==> src/mips_isa_pkg.sv <==
`default_nettype none

package mips_isa_pkg;

    typedef logic [31:0] word_t;
    typedef logic [4:0]  reg_addr_t;
    typedef logic [15:0] imm16_t;
    typedef logic [5:0]  opcode_t;
    typedef logic [5:0]  funct_t;

    localparam int        NUM_GPR  = 32;
    localparam reg_addr_t LINK_REG = 5'd31; // jal return address

    // op field
    localparam opcode_t OP_SPECIAL = 6'h00;
    localparam opcode_t OP_REGIMM  = 6'h01;
    localparam opcode_t OP_J       = 6'h02;
    localparam opcode_t OP_JAL     = 6'h03;
    localparam opcode_t OP_BEQ     = 6'h04;
    localparam opcode_t OP_BNE     = 6'h05;
    localparam opcode_t OP_BLEZ    = 6'h06;
    localparam opcode_t OP_BGTZ    = 6'h07;
    localparam opcode_t OP_ADDI    = 6'h08;
    localparam opcode_t OP_ADDIU   = 6'h09;
    localparam opcode_t OP_SLTI    = 6'h0a;
    localparam opcode_t OP_SLTIU   = 6'h0b;
    localparam opcode_t OP_ANDI    = 6'h0c;
    localparam opcode_t OP_ORI     = 6'h0d;
    localparam opcode_t OP_XORI    = 6'h0e;
    localparam opcode_t OP_LUI     = 6'h0f;
    localparam opcode_t OP_LB      = 6'h20;
    localparam opcode_t OP_LH      = 6'h21;
    localparam opcode_t OP_LW      = 6'h23;
    localparam opcode_t OP_LBU     = 6'h24;
    localparam opcode_t OP_LHU     = 6'h25;
    localparam opcode_t OP_SB      = 6'h28;
    localparam opcode_t OP_SH      = 6'h29;
    localparam opcode_t OP_SW      = 6'h2b;

    // funct field of SPECIAL
    localparam funct_t FN_SLL  = 6'h00;
    localparam funct_t FN_SRL  = 6'h02;
    localparam funct_t FN_SRA  = 6'h03;
    localparam funct_t FN_SLLV = 6'h04;
    localparam funct_t FN_SRLV = 6'h06;
    localparam funct_t FN_SRAV = 6'h07;
    localparam funct_t FN_JR   = 6'h08;
    localparam funct_t FN_ADD  = 6'h20;
    localparam funct_t FN_ADDU = 6'h21;
    localparam funct_t FN_SUB  = 6'h22;
    localparam funct_t FN_SUBU = 6'h23;
    localparam funct_t FN_AND  = 6'h24;
    localparam funct_t FN_OR   = 6'h25;
    localparam funct_t FN_XOR  = 6'h26;
    localparam funct_t FN_NOR  = 6'h27;
    localparam funct_t FN_SLT  = 6'h2a;
    localparam funct_t FN_SLTU = 6'h2b;

    // rt field of REGIMM
    localparam reg_addr_t RI_BLTZ = 5'h00;
    localparam reg_addr_t RI_BGEZ = 5'h01;

endpackage

`default_nettype wire

==> src/id_ctrl_pkg.sv <==
`default_nettype none

package id_ctrl_pkg;

    // numeric codes follow the listing order, NOP is 0
    typedef enum logic [7:0] {
        ALUOP_NOP,
        ALUOP_AND,  ALUOP_OR,    ALUOP_XOR,  ALUOP_NOR,
        ALUOP_ADD,  ALUOP_ADDU,  ALUOP_SUB,  ALUOP_SUBU,
        ALUOP_SLT,  ALUOP_SLTU,
        ALUOP_SLL,  ALUOP_SRL,   ALUOP_SRA,
        ALUOP_SLLV, ALUOP_SRLV,  ALUOP_SRAV,
        ALUOP_ANDI, ALUOP_ORI,   ALUOP_XORI,
        ALUOP_ADDI, ALUOP_ADDIU, ALUOP_SLTI, ALUOP_SLTIU,
        ALUOP_LUI,
        ALUOP_LB,   ALUOP_LBU,   ALUOP_LH,   ALUOP_LHU,  ALUOP_LW,
        ALUOP_SB,   ALUOP_SH,    ALUOP_SW,
        ALUOP_BEQ,  ALUOP_BNE,   ALUOP_BGTZ, ALUOP_BLEZ,
        ALUOP_BGEZ, ALUOP_BLTZ,
        ALUOP_J,    ALUOP_JAL,   ALUOP_JR
    } aluop_t;

    // nine kinds, so four bits
    typedef enum logic [3:0] {
        BR_NONE, BR_EQ, BR_NE, BR_GTZ, BR_LEZ, BR_GEZ, BR_LTZ, BR_JUMP, BR_REG
    } br_kind_t;

endpackage

`default_nettype wire

==> src/gpr_file.sv <==
`timescale 1ns/1ps
`default_nettype none

module gpr_file import mips_isa_pkg::*; (
    input  wire       clk_i,
    input  wire       rst_n_i,
    input  reg_addr_t raddr_a_i,
    input  reg_addr_t raddr_b_i,
    output word_t     rdata_a_o,
    output word_t     rdata_b_o,
    input  wire       we_i,
    input  reg_addr_t waddr_i,
    input  word_t     wdata_i
);

    word_t regs [NUM_GPR];

    always_ff @(posedge clk_i) begin
        if (!rst_n_i) begin
            for (int i = 0; i < NUM_GPR; i++) begin
                regs[i] <= '0;
            end
        end else if (we_i && waddr_i != '0) begin // r0 stays zero
            regs[waddr_i] <= wdata_i;
        end
    end

    // no write-through, a write shows after the edge
    assign rdata_a_o = (raddr_a_i == '0) ? '0 : regs[raddr_a_i];
    assign rdata_b_o = (raddr_b_i == '0) ? '0 : regs[raddr_b_i];

endmodule

`default_nettype wire

==> src/operand_bypass.sv <==
`timescale 1ns/1ps
`default_nettype none

module operand_bypass import mips_isa_pkg::*; (
    input  reg_addr_t rs_addr_i,
    input  reg_addr_t rt_addr_i,
    input  wire       rs_re_i,
    input  wire       rt_re_i,
    input  word_t     rf_rs_i,
    input  word_t     rf_rt_i,
    input  wire       ex_we_i,
    input  reg_addr_t ex_waddr_i,
    input  word_t     ex_wdata_i,
    input  wire       ex_load_i,
    input  wire       mem_we_i,
    input  reg_addr_t mem_waddr_i,
    input  word_t     mem_wdata_i,
    output word_t     rs_data_o,
    output word_t     rt_data_o,
    output logic      stall_o
);

    // youngest producer wins
    function automatic word_t pick(input reg_addr_t addr, input logic re, input word_t rf_val);
        if (!re || addr == '0) begin
            return '0;
        end else if (ex_we_i && ex_waddr_i == addr) begin
            return ex_wdata_i;
        end else if (mem_we_i && mem_waddr_i == addr) begin
            return mem_wdata_i;
        end
        return rf_val;
    endfunction

    always_comb begin
        rs_data_o = pick(rs_addr_i, rs_re_i, rf_rs_i);
        rt_data_o = pick(rt_addr_i, rt_re_i, rf_rt_i);
    end

    // load in execute has no data yet
    assign stall_o = ex_load_i && ex_waddr_i != '0
                   && ((rs_re_i && ex_waddr_i == rs_addr_i)
                    || (rt_re_i && ex_waddr_i == rt_addr_i));

endmodule

`default_nettype wire

==> src/instr_decoder.sv <==
`timescale 1ns/1ps
`default_nettype none

module instr_decoder import mips_isa_pkg::*, id_ctrl_pkg::*; (
    input  word_t     instr_i,
    output aluop_t    aluop_o,
    output br_kind_t  br_kind_o,
    output logic      rs_re_o,
    output logic      rt_re_o,
    output logic      rf_we_o,
    output reg_addr_t rf_waddr_o,
    output logic      mem_we_o,
    output logic      mem_to_reg_o,
    output logic      link_o,
    output logic      invalid_o
);

    opcode_t   op;
    reg_addr_t rt;
    reg_addr_t rd;
    funct_t    funct;

    assign op    = instr_i[31:26];
    assign rt    = instr_i[20:16];
    assign rd    = instr_i[15:11];
    assign funct = instr_i[5:0];

    // operation select, NOP marks anything not decoded
    always_comb begin
        aluop_o = ALUOP_NOP;
        case (op)
            OP_SPECIAL: begin
                case (funct)
                    FN_AND:  aluop_o = ALUOP_AND;
                    FN_OR:   aluop_o = ALUOP_OR;
                    FN_XOR:  aluop_o = ALUOP_XOR;
                    FN_NOR:  aluop_o = ALUOP_NOR;
                    FN_ADD:  aluop_o = ALUOP_ADD;
                    FN_ADDU: aluop_o = ALUOP_ADDU;
                    FN_SUB:  aluop_o = ALUOP_SUB;
                    FN_SUBU: aluop_o = ALUOP_SUBU;
                    FN_SLT:  aluop_o = ALUOP_SLT;
                    FN_SLTU: aluop_o = ALUOP_SLTU;
                    FN_SLL:  aluop_o = ALUOP_SLL;
                    FN_SRL:  aluop_o = ALUOP_SRL;
                    FN_SRA:  aluop_o = ALUOP_SRA;
                    FN_SLLV: aluop_o = ALUOP_SLLV;
                    FN_SRLV: aluop_o = ALUOP_SRLV;
                    FN_SRAV: aluop_o = ALUOP_SRAV;
                    FN_JR:   aluop_o = ALUOP_JR;
                    default: aluop_o = ALUOP_NOP;
                endcase
            end
            OP_REGIMM: begin
                if (rt == RI_BGEZ) begin
                    aluop_o = ALUOP_BGEZ;
                end else if (rt == RI_BLTZ) begin
                    aluop_o = ALUOP_BLTZ;
                end
            end
            OP_ANDI:  aluop_o = ALUOP_ANDI;
            OP_ORI:   aluop_o = ALUOP_ORI;
            OP_XORI:  aluop_o = ALUOP_XORI;
            OP_ADDI:  aluop_o = ALUOP_ADDI;
            OP_ADDIU: aluop_o = ALUOP_ADDIU;
            OP_SLTI:  aluop_o = ALUOP_SLTI;
            OP_SLTIU: aluop_o = ALUOP_SLTIU;
            OP_LUI:   aluop_o = ALUOP_LUI;
            OP_LB:    aluop_o = ALUOP_LB;
            OP_LBU:   aluop_o = ALUOP_LBU;
            OP_LH:    aluop_o = ALUOP_LH;
            OP_LHU:   aluop_o = ALUOP_LHU;
            OP_LW:    aluop_o = ALUOP_LW;
            OP_SB:    aluop_o = ALUOP_SB;
            OP_SH:    aluop_o = ALUOP_SH;
            OP_SW:    aluop_o = ALUOP_SW;
            OP_BEQ:   aluop_o = ALUOP_BEQ;
            OP_BNE:   aluop_o = ALUOP_BNE;
            OP_BGTZ:  aluop_o = ALUOP_BGTZ;
            OP_BLEZ:  aluop_o = ALUOP_BLEZ;
            OP_J:     aluop_o = ALUOP_J;
            OP_JAL:   aluop_o = ALUOP_JAL;
            default:  aluop_o = ALUOP_NOP;
        endcase
    end

    // control set per instruction class
    always_comb begin
        br_kind_o    = BR_NONE;
        rs_re_o      = 1'b0;
        rt_re_o      = 1'b0;
        rf_we_o      = 1'b0;
        rf_waddr_o   = '0;
        mem_we_o     = 1'b0;
        mem_to_reg_o = 1'b0;
        link_o       = 1'b0;
        invalid_o    = 1'b0;
        case (aluop_o)
            ALUOP_AND, ALUOP_OR, ALUOP_XOR, ALUOP_NOR, ALUOP_ADD, ALUOP_ADDU,
            ALUOP_SUB, ALUOP_SUBU, ALUOP_SLT, ALUOP_SLTU,
            ALUOP_SLLV, ALUOP_SRLV, ALUOP_SRAV: begin
                rs_re_o    = 1'b1;
                rt_re_o    = 1'b1;
                rf_we_o    = 1'b1;
                rf_waddr_o = rd;
            end
            ALUOP_SLL, ALUOP_SRL, ALUOP_SRA: begin // shamt from the immediate
                rt_re_o    = 1'b1;
                rf_we_o    = 1'b1;
                rf_waddr_o = rd;
            end
            ALUOP_ANDI, ALUOP_ORI, ALUOP_XORI, ALUOP_ADDI, ALUOP_ADDIU,
            ALUOP_SLTI, ALUOP_SLTIU, ALUOP_LUI: begin
                rs_re_o    = (aluop_o != ALUOP_LUI); // lui has no source
                rf_we_o    = 1'b1;
                rf_waddr_o = rt;
            end
            ALUOP_LB, ALUOP_LBU, ALUOP_LH, ALUOP_LHU, ALUOP_LW: begin
                rs_re_o      = 1'b1;
                rf_we_o      = 1'b1;
                rf_waddr_o   = rt;
                mem_to_reg_o = 1'b1;
            end
            ALUOP_SB, ALUOP_SH, ALUOP_SW: begin
                rs_re_o  = 1'b1;
                rt_re_o  = 1'b1;
                mem_we_o = 1'b1;
            end
            ALUOP_BEQ, ALUOP_BNE: begin
                rs_re_o   = 1'b1;
                rt_re_o   = 1'b1;
                br_kind_o = (aluop_o == ALUOP_BEQ) ? BR_EQ : BR_NE;
            end
            ALUOP_BGTZ: begin
                rs_re_o   = 1'b1;
                br_kind_o = BR_GTZ;
            end
            ALUOP_BLEZ: begin
                rs_re_o   = 1'b1;
                br_kind_o = BR_LEZ;
            end
            ALUOP_BGEZ: begin
                rs_re_o   = 1'b1;
                br_kind_o = BR_GEZ;
            end
            ALUOP_BLTZ: begin
                rs_re_o   = 1'b1;
                br_kind_o = BR_LTZ;
            end
            ALUOP_J: br_kind_o = BR_JUMP;
            ALUOP_JAL: begin
                br_kind_o  = BR_JUMP;
                rf_we_o    = 1'b1;
                rf_waddr_o = LINK_REG;
                link_o     = 1'b1;
            end
            ALUOP_JR: begin
                rs_re_o   = 1'b1;
                br_kind_o = BR_REG;
            end
            default: invalid_o = 1'b1; // reserved instruction
        endcase
    end

endmodule

`default_nettype wire

==> src/branch_unit.sv <==
`timescale 1ns/1ps
`default_nettype none

module branch_unit import mips_isa_pkg::*, id_ctrl_pkg::*; (
    input  br_kind_t br_kind_i,
    input  word_t    pc_i,
    input  word_t    instr_i,
    input  word_t    rs_data_i,
    input  word_t    rt_data_i,
    output logic     taken_o,
    output word_t    target_o,
    output word_t    link_addr_o
);

    word_t pc_add4;
    word_t br_target;
    word_t jmp_target;
    logic  rs_zero;
    logic  rs_neg;

    assign pc_add4     = pc_i + 32'd4;
    assign link_addr_o = pc_i + 32'd8; // past the delay slot
    assign br_target   = pc_add4 + {{14{instr_i[15]}}, instr_i[15:0], 2'b00};
    assign jmp_target  = {pc_add4[31:28], instr_i[25:0], 2'b00};
    assign rs_zero     = (rs_data_i == '0);
    assign rs_neg      = rs_data_i[31];

    always_comb begin
        case (br_kind_i)
            BR_EQ:   taken_o = (rs_data_i == rt_data_i);
            BR_NE:   taken_o = (rs_data_i != rt_data_i);
            BR_GTZ:  taken_o = !rs_neg && !rs_zero;
            BR_LEZ:  taken_o = rs_neg || rs_zero;
            BR_GEZ:  taken_o = !rs_neg;
            BR_LTZ:  taken_o = rs_neg;
            BR_JUMP: taken_o = 1'b1;
            BR_REG:  taken_o = 1'b1;
            default: taken_o = 1'b0;
        endcase
    end

    always_comb begin
        if (!taken_o) begin
            target_o = '0;
        end else if (br_kind_i == BR_JUMP) begin
            target_o = jmp_target;
        end else if (br_kind_i == BR_REG) begin
            target_o = rs_data_i;
        end else begin
            target_o = br_target;
        end
    end

endmodule

`default_nettype wire

==> src/id_ex_reg.sv <==
`timescale 1ns/1ps
`default_nettype none

module id_ex_reg import mips_isa_pkg::*, id_ctrl_pkg::*; (
    input  wire       clk_i,
    input  wire       rst_n_i,
    input  wire       load_i,
    input  aluop_t    aluop_i,
    input  wire       rf_we_i,
    input  reg_addr_t rf_waddr_i,
    input  wire       mem_we_i,
    input  wire       mem_to_reg_i,
    input  word_t     rs_data_i,
    input  word_t     rt_data_i,
    input  imm16_t    imm_i,
    input  wire       invalid_i,
    output logic      ex_valid_o,
    output aluop_t    ex_aluop_o,
    output logic      ex_rf_we_o,
    output reg_addr_t ex_rf_waddr_o,
    output logic      ex_mem_we_o,
    output logic      ex_mem_to_reg_o,
    output word_t     ex_rs_data_o,
    output word_t     ex_rt_data_o,
    output imm16_t    ex_imm_o,
    output logic      ex_invalid_o
);

    always_ff @(posedge clk_i) begin
        if (!rst_n_i || !load_i) begin // bubble
            ex_valid_o      <= 1'b0;
            ex_aluop_o      <= ALUOP_NOP;
            ex_rf_we_o      <= 1'b0;
            ex_rf_waddr_o   <= '0;
            ex_mem_we_o     <= 1'b0;
            ex_mem_to_reg_o <= 1'b0;
            ex_rs_data_o    <= '0;
            ex_rt_data_o    <= '0;
            ex_imm_o        <= '0;
            ex_invalid_o    <= 1'b0;
        end else begin
            ex_valid_o      <= 1'b1;
            ex_aluop_o      <= aluop_i;
            ex_rf_we_o      <= rf_we_i;
            ex_rf_waddr_o   <= rf_waddr_i;
            ex_mem_we_o     <= mem_we_i;
            ex_mem_to_reg_o <= mem_to_reg_i;
            ex_rs_data_o    <= rs_data_i; // link address for jal
            ex_rt_data_o    <= rt_data_i;
            ex_imm_o        <= imm_i;
            ex_invalid_o    <= invalid_i;
        end
    end

endmodule

`default_nettype wire

==> src/id_stage.sv <==
`timescale 1ns/1ps
`default_nettype none

module id_stage import mips_isa_pkg::*, id_ctrl_pkg::*; (
    input  wire       clk_i,
    input  wire       rst_n_i,
    input  wire       id_valid_i,
    input  word_t     pc_i,
    input  word_t     instr_i,
    input  wire       ex_we_i,
    input  reg_addr_t ex_waddr_i,
    input  word_t     ex_wdata_i,
    input  wire       ex_load_i,
    input  wire       mem_we_i,
    input  reg_addr_t mem_waddr_i,
    input  word_t     mem_wdata_i,
    input  wire       wb_we_i,
    input  reg_addr_t wb_waddr_i,
    input  word_t     wb_wdata_i,
    output logic      id_stall_o,
    output logic      branch_taken_o,
    output word_t     branch_target_o,
    output logic      ex_valid_o,
    output aluop_t    ex_aluop_o,
    output logic      ex_rf_we_o,
    output reg_addr_t ex_rf_waddr_o,
    output logic      ex_mem_we_o,
    output logic      ex_mem_to_reg_o,
    output word_t     ex_rs_data_o,
    output word_t     ex_rt_data_o,
    output imm16_t    ex_imm_o,
    output logic      ex_invalid_o
);

    reg_addr_t rs_addr;
    reg_addr_t rt_addr;
    aluop_t    aluop;
    br_kind_t  br_kind;
    logic      rs_re;
    logic      rt_re;
    logic      rf_we;
    reg_addr_t rf_waddr;
    logic      mem_we;
    logic      mem_to_reg;
    logic      link;
    logic      invalid;
    word_t     rf_rs;
    word_t     rf_rt;
    word_t     rs_data;
    word_t     rt_data;
    logic      hazard;
    logic      taken;
    word_t     target;
    word_t     link_addr;
    logic      go;

    assign rs_addr = instr_i[25:21];
    assign rt_addr = instr_i[20:16];

    gpr_file u_gpr_file (
        .clk_i     (clk_i),
        .rst_n_i   (rst_n_i),
        .raddr_a_i (rs_addr),
        .raddr_b_i (rt_addr),
        .rdata_a_o (rf_rs),
        .rdata_b_o (rf_rt),
        .we_i      (wb_we_i),
        .waddr_i   (wb_waddr_i),
        .wdata_i   (wb_wdata_i)
    );

    instr_decoder u_instr_decoder (
        .instr_i      (instr_i),
        .aluop_o      (aluop),
        .br_kind_o    (br_kind),
        .rs_re_o      (rs_re),
        .rt_re_o      (rt_re),
        .rf_we_o      (rf_we),
        .rf_waddr_o   (rf_waddr),
        .mem_we_o     (mem_we),
        .mem_to_reg_o (mem_to_reg),
        .link_o       (link),
        .invalid_o    (invalid)
    );

    operand_bypass u_operand_bypass (
        .rs_addr_i   (rs_addr),
        .rt_addr_i   (rt_addr),
        .rs_re_i     (rs_re),
        .rt_re_i     (rt_re),
        .rf_rs_i     (rf_rs),
        .rf_rt_i     (rf_rt),
        .ex_we_i     (ex_we_i),
        .ex_waddr_i  (ex_waddr_i),
        .ex_wdata_i  (ex_wdata_i),
        .ex_load_i   (ex_load_i),
        .mem_we_i    (mem_we_i),
        .mem_waddr_i (mem_waddr_i),
        .mem_wdata_i (mem_wdata_i),
        .rs_data_o   (rs_data),
        .rt_data_o   (rt_data),
        .stall_o     (hazard)
    );

    branch_unit u_branch_unit (
        .br_kind_i   (br_kind),
        .pc_i        (pc_i),
        .instr_i     (instr_i),
        .rs_data_i   (rs_data),
        .rt_data_i   (rt_data),
        .taken_o     (taken),
        .target_o    (target),
        .link_addr_o (link_addr)
    );

    // operands are stale while stalled, so branch only on a clean strobe
    assign go              = id_valid_i && !hazard;
    assign id_stall_o      = id_valid_i && hazard;
    assign branch_taken_o  = go && taken;
    assign branch_target_o = go ? target : '0;

    id_ex_reg u_id_ex_reg (
        .clk_i           (clk_i),
        .rst_n_i         (rst_n_i),
        .load_i          (go),
        .aluop_i         (aluop),
        .rf_we_i         (rf_we),
        .rf_waddr_i      (rf_waddr),
        .mem_we_i        (mem_we),
        .mem_to_reg_i    (mem_to_reg),
        .rs_data_i       (link ? link_addr : rs_data),
        .rt_data_i       (rt_data),
        .imm_i           (instr_i[15:0]),
        .invalid_i       (invalid),
        .ex_valid_o      (ex_valid_o),
        .ex_aluop_o      (ex_aluop_o),
        .ex_rf_we_o      (ex_rf_we_o),
        .ex_rf_waddr_o   (ex_rf_waddr_o),
        .ex_mem_we_o     (ex_mem_we_o),
        .ex_mem_to_reg_o (ex_mem_to_reg_o),
        .ex_rs_data_o    (ex_rs_data_o),
        .ex_rt_data_o    (ex_rt_data_o),
        .ex_imm_o        (ex_imm_o),
        .ex_invalid_o    (ex_invalid_o)
    );

endmodule

`default_nettype wire

==> config.mk <==
export PLATFORM = sky130hd
export DESIGN_NAME = id_stage
export DESIGN_NICKNAME = d
export VERILOG_FILES = /design/src/mips_isa_pkg.sv /design/src/id_ctrl_pkg.sv /design/src/gpr_file.sv /design/src/operand_bypass.sv /design/src/instr_decoder.sv /design/src/branch_unit.sv /design/src/id_ex_reg.sv /design/src/id_stage.sv
export SDC_FILE = /design/constraint.sdc
export NUM_CORES = 2
export LEC_CHECK = 0
export ABC_AREA = 1
export BUFFER_PORTS_ARGS = -buffer_cell sky130_fd_sc_hd__buf_4
export CORE_MARGIN = 2
export CORE_UTILIZATION = 29
export DETAILED_ROUTE_END_ITERATION = 7
export SLEW_MARGIN = 20
export SYNTH_ARGS = -nofsm -noshare
export SYNTH_HDL_FRONTEND = slang
export SYNTH_SLANG_ARGS = --single-unit
==> constraint.sdc <==
create_clock -name clk_i -period 3.8 [get_ports clk_i]
set_input_delay 0.38 -clock clk_i [delete_from_list [all_inputs] [get_ports clk_i]]
set_output_delay 0.38 -clock clk_i [all_outputs]
set_load 0.02 [all_outputs]
==> flow_summary.json <==
{
  "rows": 171,
  "synthArstFlopShare_pct": 0,
  "grt_pass1_wl_um": 451000,
  "yosysTopAreaCellShare_pct": 48.6,
  "synthesis.area_mm2": 0.0633,
  "synth-edff-count": 1024,
  "place_area_mm2": 0.0761,
  "layout_setup_ws_ps": -692,
  "crit_slowest_cell": "a32o_1",
  "fin_total_pwr_mw": 34.8,
  "cts_buffers": 121,
  "area_delta_synth_final_pct": 31.3,
  "tightest_slew_ps": 1160,
  "drive_gt1_share_pct": 23.4,
  "hold_class": "input pin to register",
  "cts_root_buffer": "clkbuf_16",
  "final_antenna_net_count": 0,
  "die_w_um": 471,
  "dp_hpwl_um": 207000,
  "cp_slowest_stage_delay_ps": 320,
  "synth-seq-area-share_pct": 51.6,
  "ys_warn_count": 0,
  "synth.area.top_cells": "edfxtp_1 (49%), nor2_1 (10%), o21ai_0 (7.7%)",
  "synth_cells": 7602,
  "violations": "DRC, setup timing",
  "clock_sinks": 1120,
  "path_clk_slew_ps": 60,
  "drc": 8,
  "slew_viol_final": 0,
  "rsz0062_at_grt": "true",
  "yosysTopAreaCell": "edfxtp_1",
  "die_area_mm2": 0.222,
  "leakage_nw": 32.8,
  "max_freq_mhz": 223,
  "core_area_mm2": 0.217,
  "synth.distinct_cells": 55,
  "vias_per_cell": 5.85,
  "place.gp.congestion": 1.04,
  "skew_ps": 39.4,
  "relSlewSlack_pct": 22.6,
  "grt_pass1_vias": 63100,
  "drt-initial-drc-count": 10800,
  "fill_cells": 21600,
  "cellPowerDensity_mw_per_mm2": 418,
  "status": "complete, but fails checks",
  "final_hold_viol_count": 0,
  "routed_wl_um": 321000,
  "crit_fanout": 20,
  "grt_max_degree": 79,
  "htreeDepth": 3,
  "track_usage_pct": 27.6,
  "vdd_ir_drop_max_mv": 0.386,
  "drt-pass1-iter-count": 8,
  "regArea_mm2": 0.0327,
  "boundaryPins": 314,
  "die_h_um": 471,
  "required_ps": 3420,
  "crit_top_cell": "nand2_1",
  "ys_seq_elements": 1120,
  "setup_viol": 33,
  "arrival_ps": 4110,
  "vias": 67100,
  "multi_input_area_mm2": 0.0278,
  "min_period_over_period_pct": 118,
  "cts_buffer_depth": 3,
  "maxCapViolations": 0,
  "final_design_area_no_fill_mm2": 0.0831,
  "start_kind": "input pin",
  "fin_nets": 8727,
  "cts_tree": "done",
  "antenna_found_initial": 18,
  "end_kind": "output pin",
  "wire_per_inst_um": 28.0,
  "clkLatencyLatePin_ps": 790,
  "ys.flop_type": "edfxtp_1",
  "avgSynthCellArea_um2": 8.32,
  "setup.worst_path.class": "input pin to output pin",
  "fin_crit_ps": 4490,
  "initial_core_util_pct": 29.2,
  "numPortBuffers": 311,
  "grt_overflow_total": 0
}
path summary, 6_finish.rpt:
kind | from | endpoint | slack [ps] | cells after the start
min reg2reg | u_gpr_file.regs[0][24]$_SDFFCE_PN0P_ | u_id_ex_reg.ex_rt_data_o[24]$_SDFF_PN0_ | 1240 | 8
max | instr_i[16] | branch_target_o[16] | -690 | 27
min | instr_i[8] | u_id_ex_reg.ex_imm_o[8]$_SDFF_PN0_ | 40 | 4
max reg2reg | u_gpr_file.regs[26][27]$_SDFFCE_PN0P_ | u_id_ex_reg.ex_rs_data_o[27]$_SDFF_PN0_ | 1280 | 17
per-stage QoR:
step	setup TNS (ps)	setup WS (ps)	std cells	utilization, %	hold WS [ps]
final	-22170	-692	11500	38.3	40.1
after global routing	-26320	-819	11500	38.3	57.5
after CTS	-19270	-623	11500	38.0	1.42
after detailed placement	-45020	-1080	11200	35.1	643
after global placement	-44850	-1120	11200	35.1	642
after floorplan	-71.9	-71.9	7635	-	492
flip-flops by register name, summed over array words and instances (netlist names):
name and cells:
u_id_ex_reg.ex_invalid_o 1, u_id_ex_reg.ex_rf_waddr_o 5, u_id_ex_reg.ex_mem_we_o 1, u_id_ex_reg.ex_rt_data_o 32, u_id_ex_reg.ex_rs_data_o 32, u_id_ex_reg.ex_imm_o 16, u_id_ex_reg.ex_aluop_o 6, u_id_ex_reg.ex_mem_to_reg_o 1
u_id_ex_reg.ex_rf_we_o 1, u_id_ex_reg.ex_valid_o 1, u_gpr_file.regs 1024
power breakdown:
part | total (mW) | internal, mW | switching [mW]
clock network | 12.6 | 7.11 | 5.45
registers | 14.4 | 14.1 | 0.326
logic | 7.76 | 2.85 | 4.91
total | 34.8 | 24.1 | 10.7
critical path: cells and delay by family:
kind,cells,cell delay (ps)
AOI/OAI and AO/OA,2,550
buffers and inverters,9,1330
and+or+nand+nor,16,1750
cells by family after synthesis:
| kind of cell | count (synthesis) | synth area share, % |
|---|---|---|
| DFF | 1120 | 51.6 |
| xor gates and xnor gates | 77 | 1.07 |
| AOI/OAI and AO/OA | 2011 | 18.7 |
| and+or+nand+nor | 3216 | 20.8 |
| muxes | 9 | 0.142 |
| other | 1 | 0.00593 |
| buffers and inverters | 1131 | 6.86 |
| adders and majority gates | 37 | 0.744 |
layout make-up:
type	count	area share (%)
Clock inverter	82	0.868
Antenna cell	3	0.00904
Clock buffer	147	4.13
Timing Repair Buffer	1434	15.8
Inverter	447	2.11
Sequential cell	1120	39.3
Multi-Input combinational cell	5384	33.5
Tap cell	2854	4.30
cells in the final DEF (no fill, tap or decap), types with 11 or more instances in the layout:
cell	count
o2111ai_1	57
nor3_1	30
inv_1	383
o21ai_0	929
o22ai_1	24
clkinv_1	34
nand3_2	41
nor2_2	40
nand3_1	503
a21oi_2	15
nor2_1	1709
o21ai_1	36
dfxtp_1	96
nand2_1	627
dlygate4sd3_1	13
clkinv_2	28
o221ai_1	192
nand2_2	120
nand4_1	44
clkbuf_16	137
xnor2_1	11
xor2_1	61
nor2_4	55
buf_12	107
buf_6	81
buf_16	15
a211oi_1	13
a31oi_1	23
ha_1	24
a21oi_1	426
buf_4	1195
inv_6	12
inv_2	38
o211ai_1	245
edfxtp_1	1024
conb_1	34
cells in the mapped netlist, types with 65 or more instances:
master / n
o211ai_1: 245
clkbuf_1: 587
dfxtp_1: 96
nor2_1: 1765
a21oi_1: 441
o21ai_0: 973
nand2_1: 745
nand3_1: 545
inv_1: 428
xor2_1: 65
o221ai_1: 194
edfxtp_1: 1024
timing repair:
action | 4_1_cts | 5_1_grt
cloned | 14 | 3
pin swaps | 111 | 74
buffers inserted | 42 | 12
hold endpoints to repair | 17 | 0
hold buffers | 13 | 0
gates resized for setup | 363 | 120
setup endpoints to repair | 33 | 33
per-layer routing:
layer / part of all wire (%) / global-route usage [%] / vias up
met5: 0.052 / 0 / -
met4: 5.8 / 14.0 / 28
met3: 14 / 7.68 / 1089
met2: 44 / 42.8 / 5541
met1: 36 / 35.1 / 32100
li1: - / - / 28400
Power figures use the tool's default switching activity.
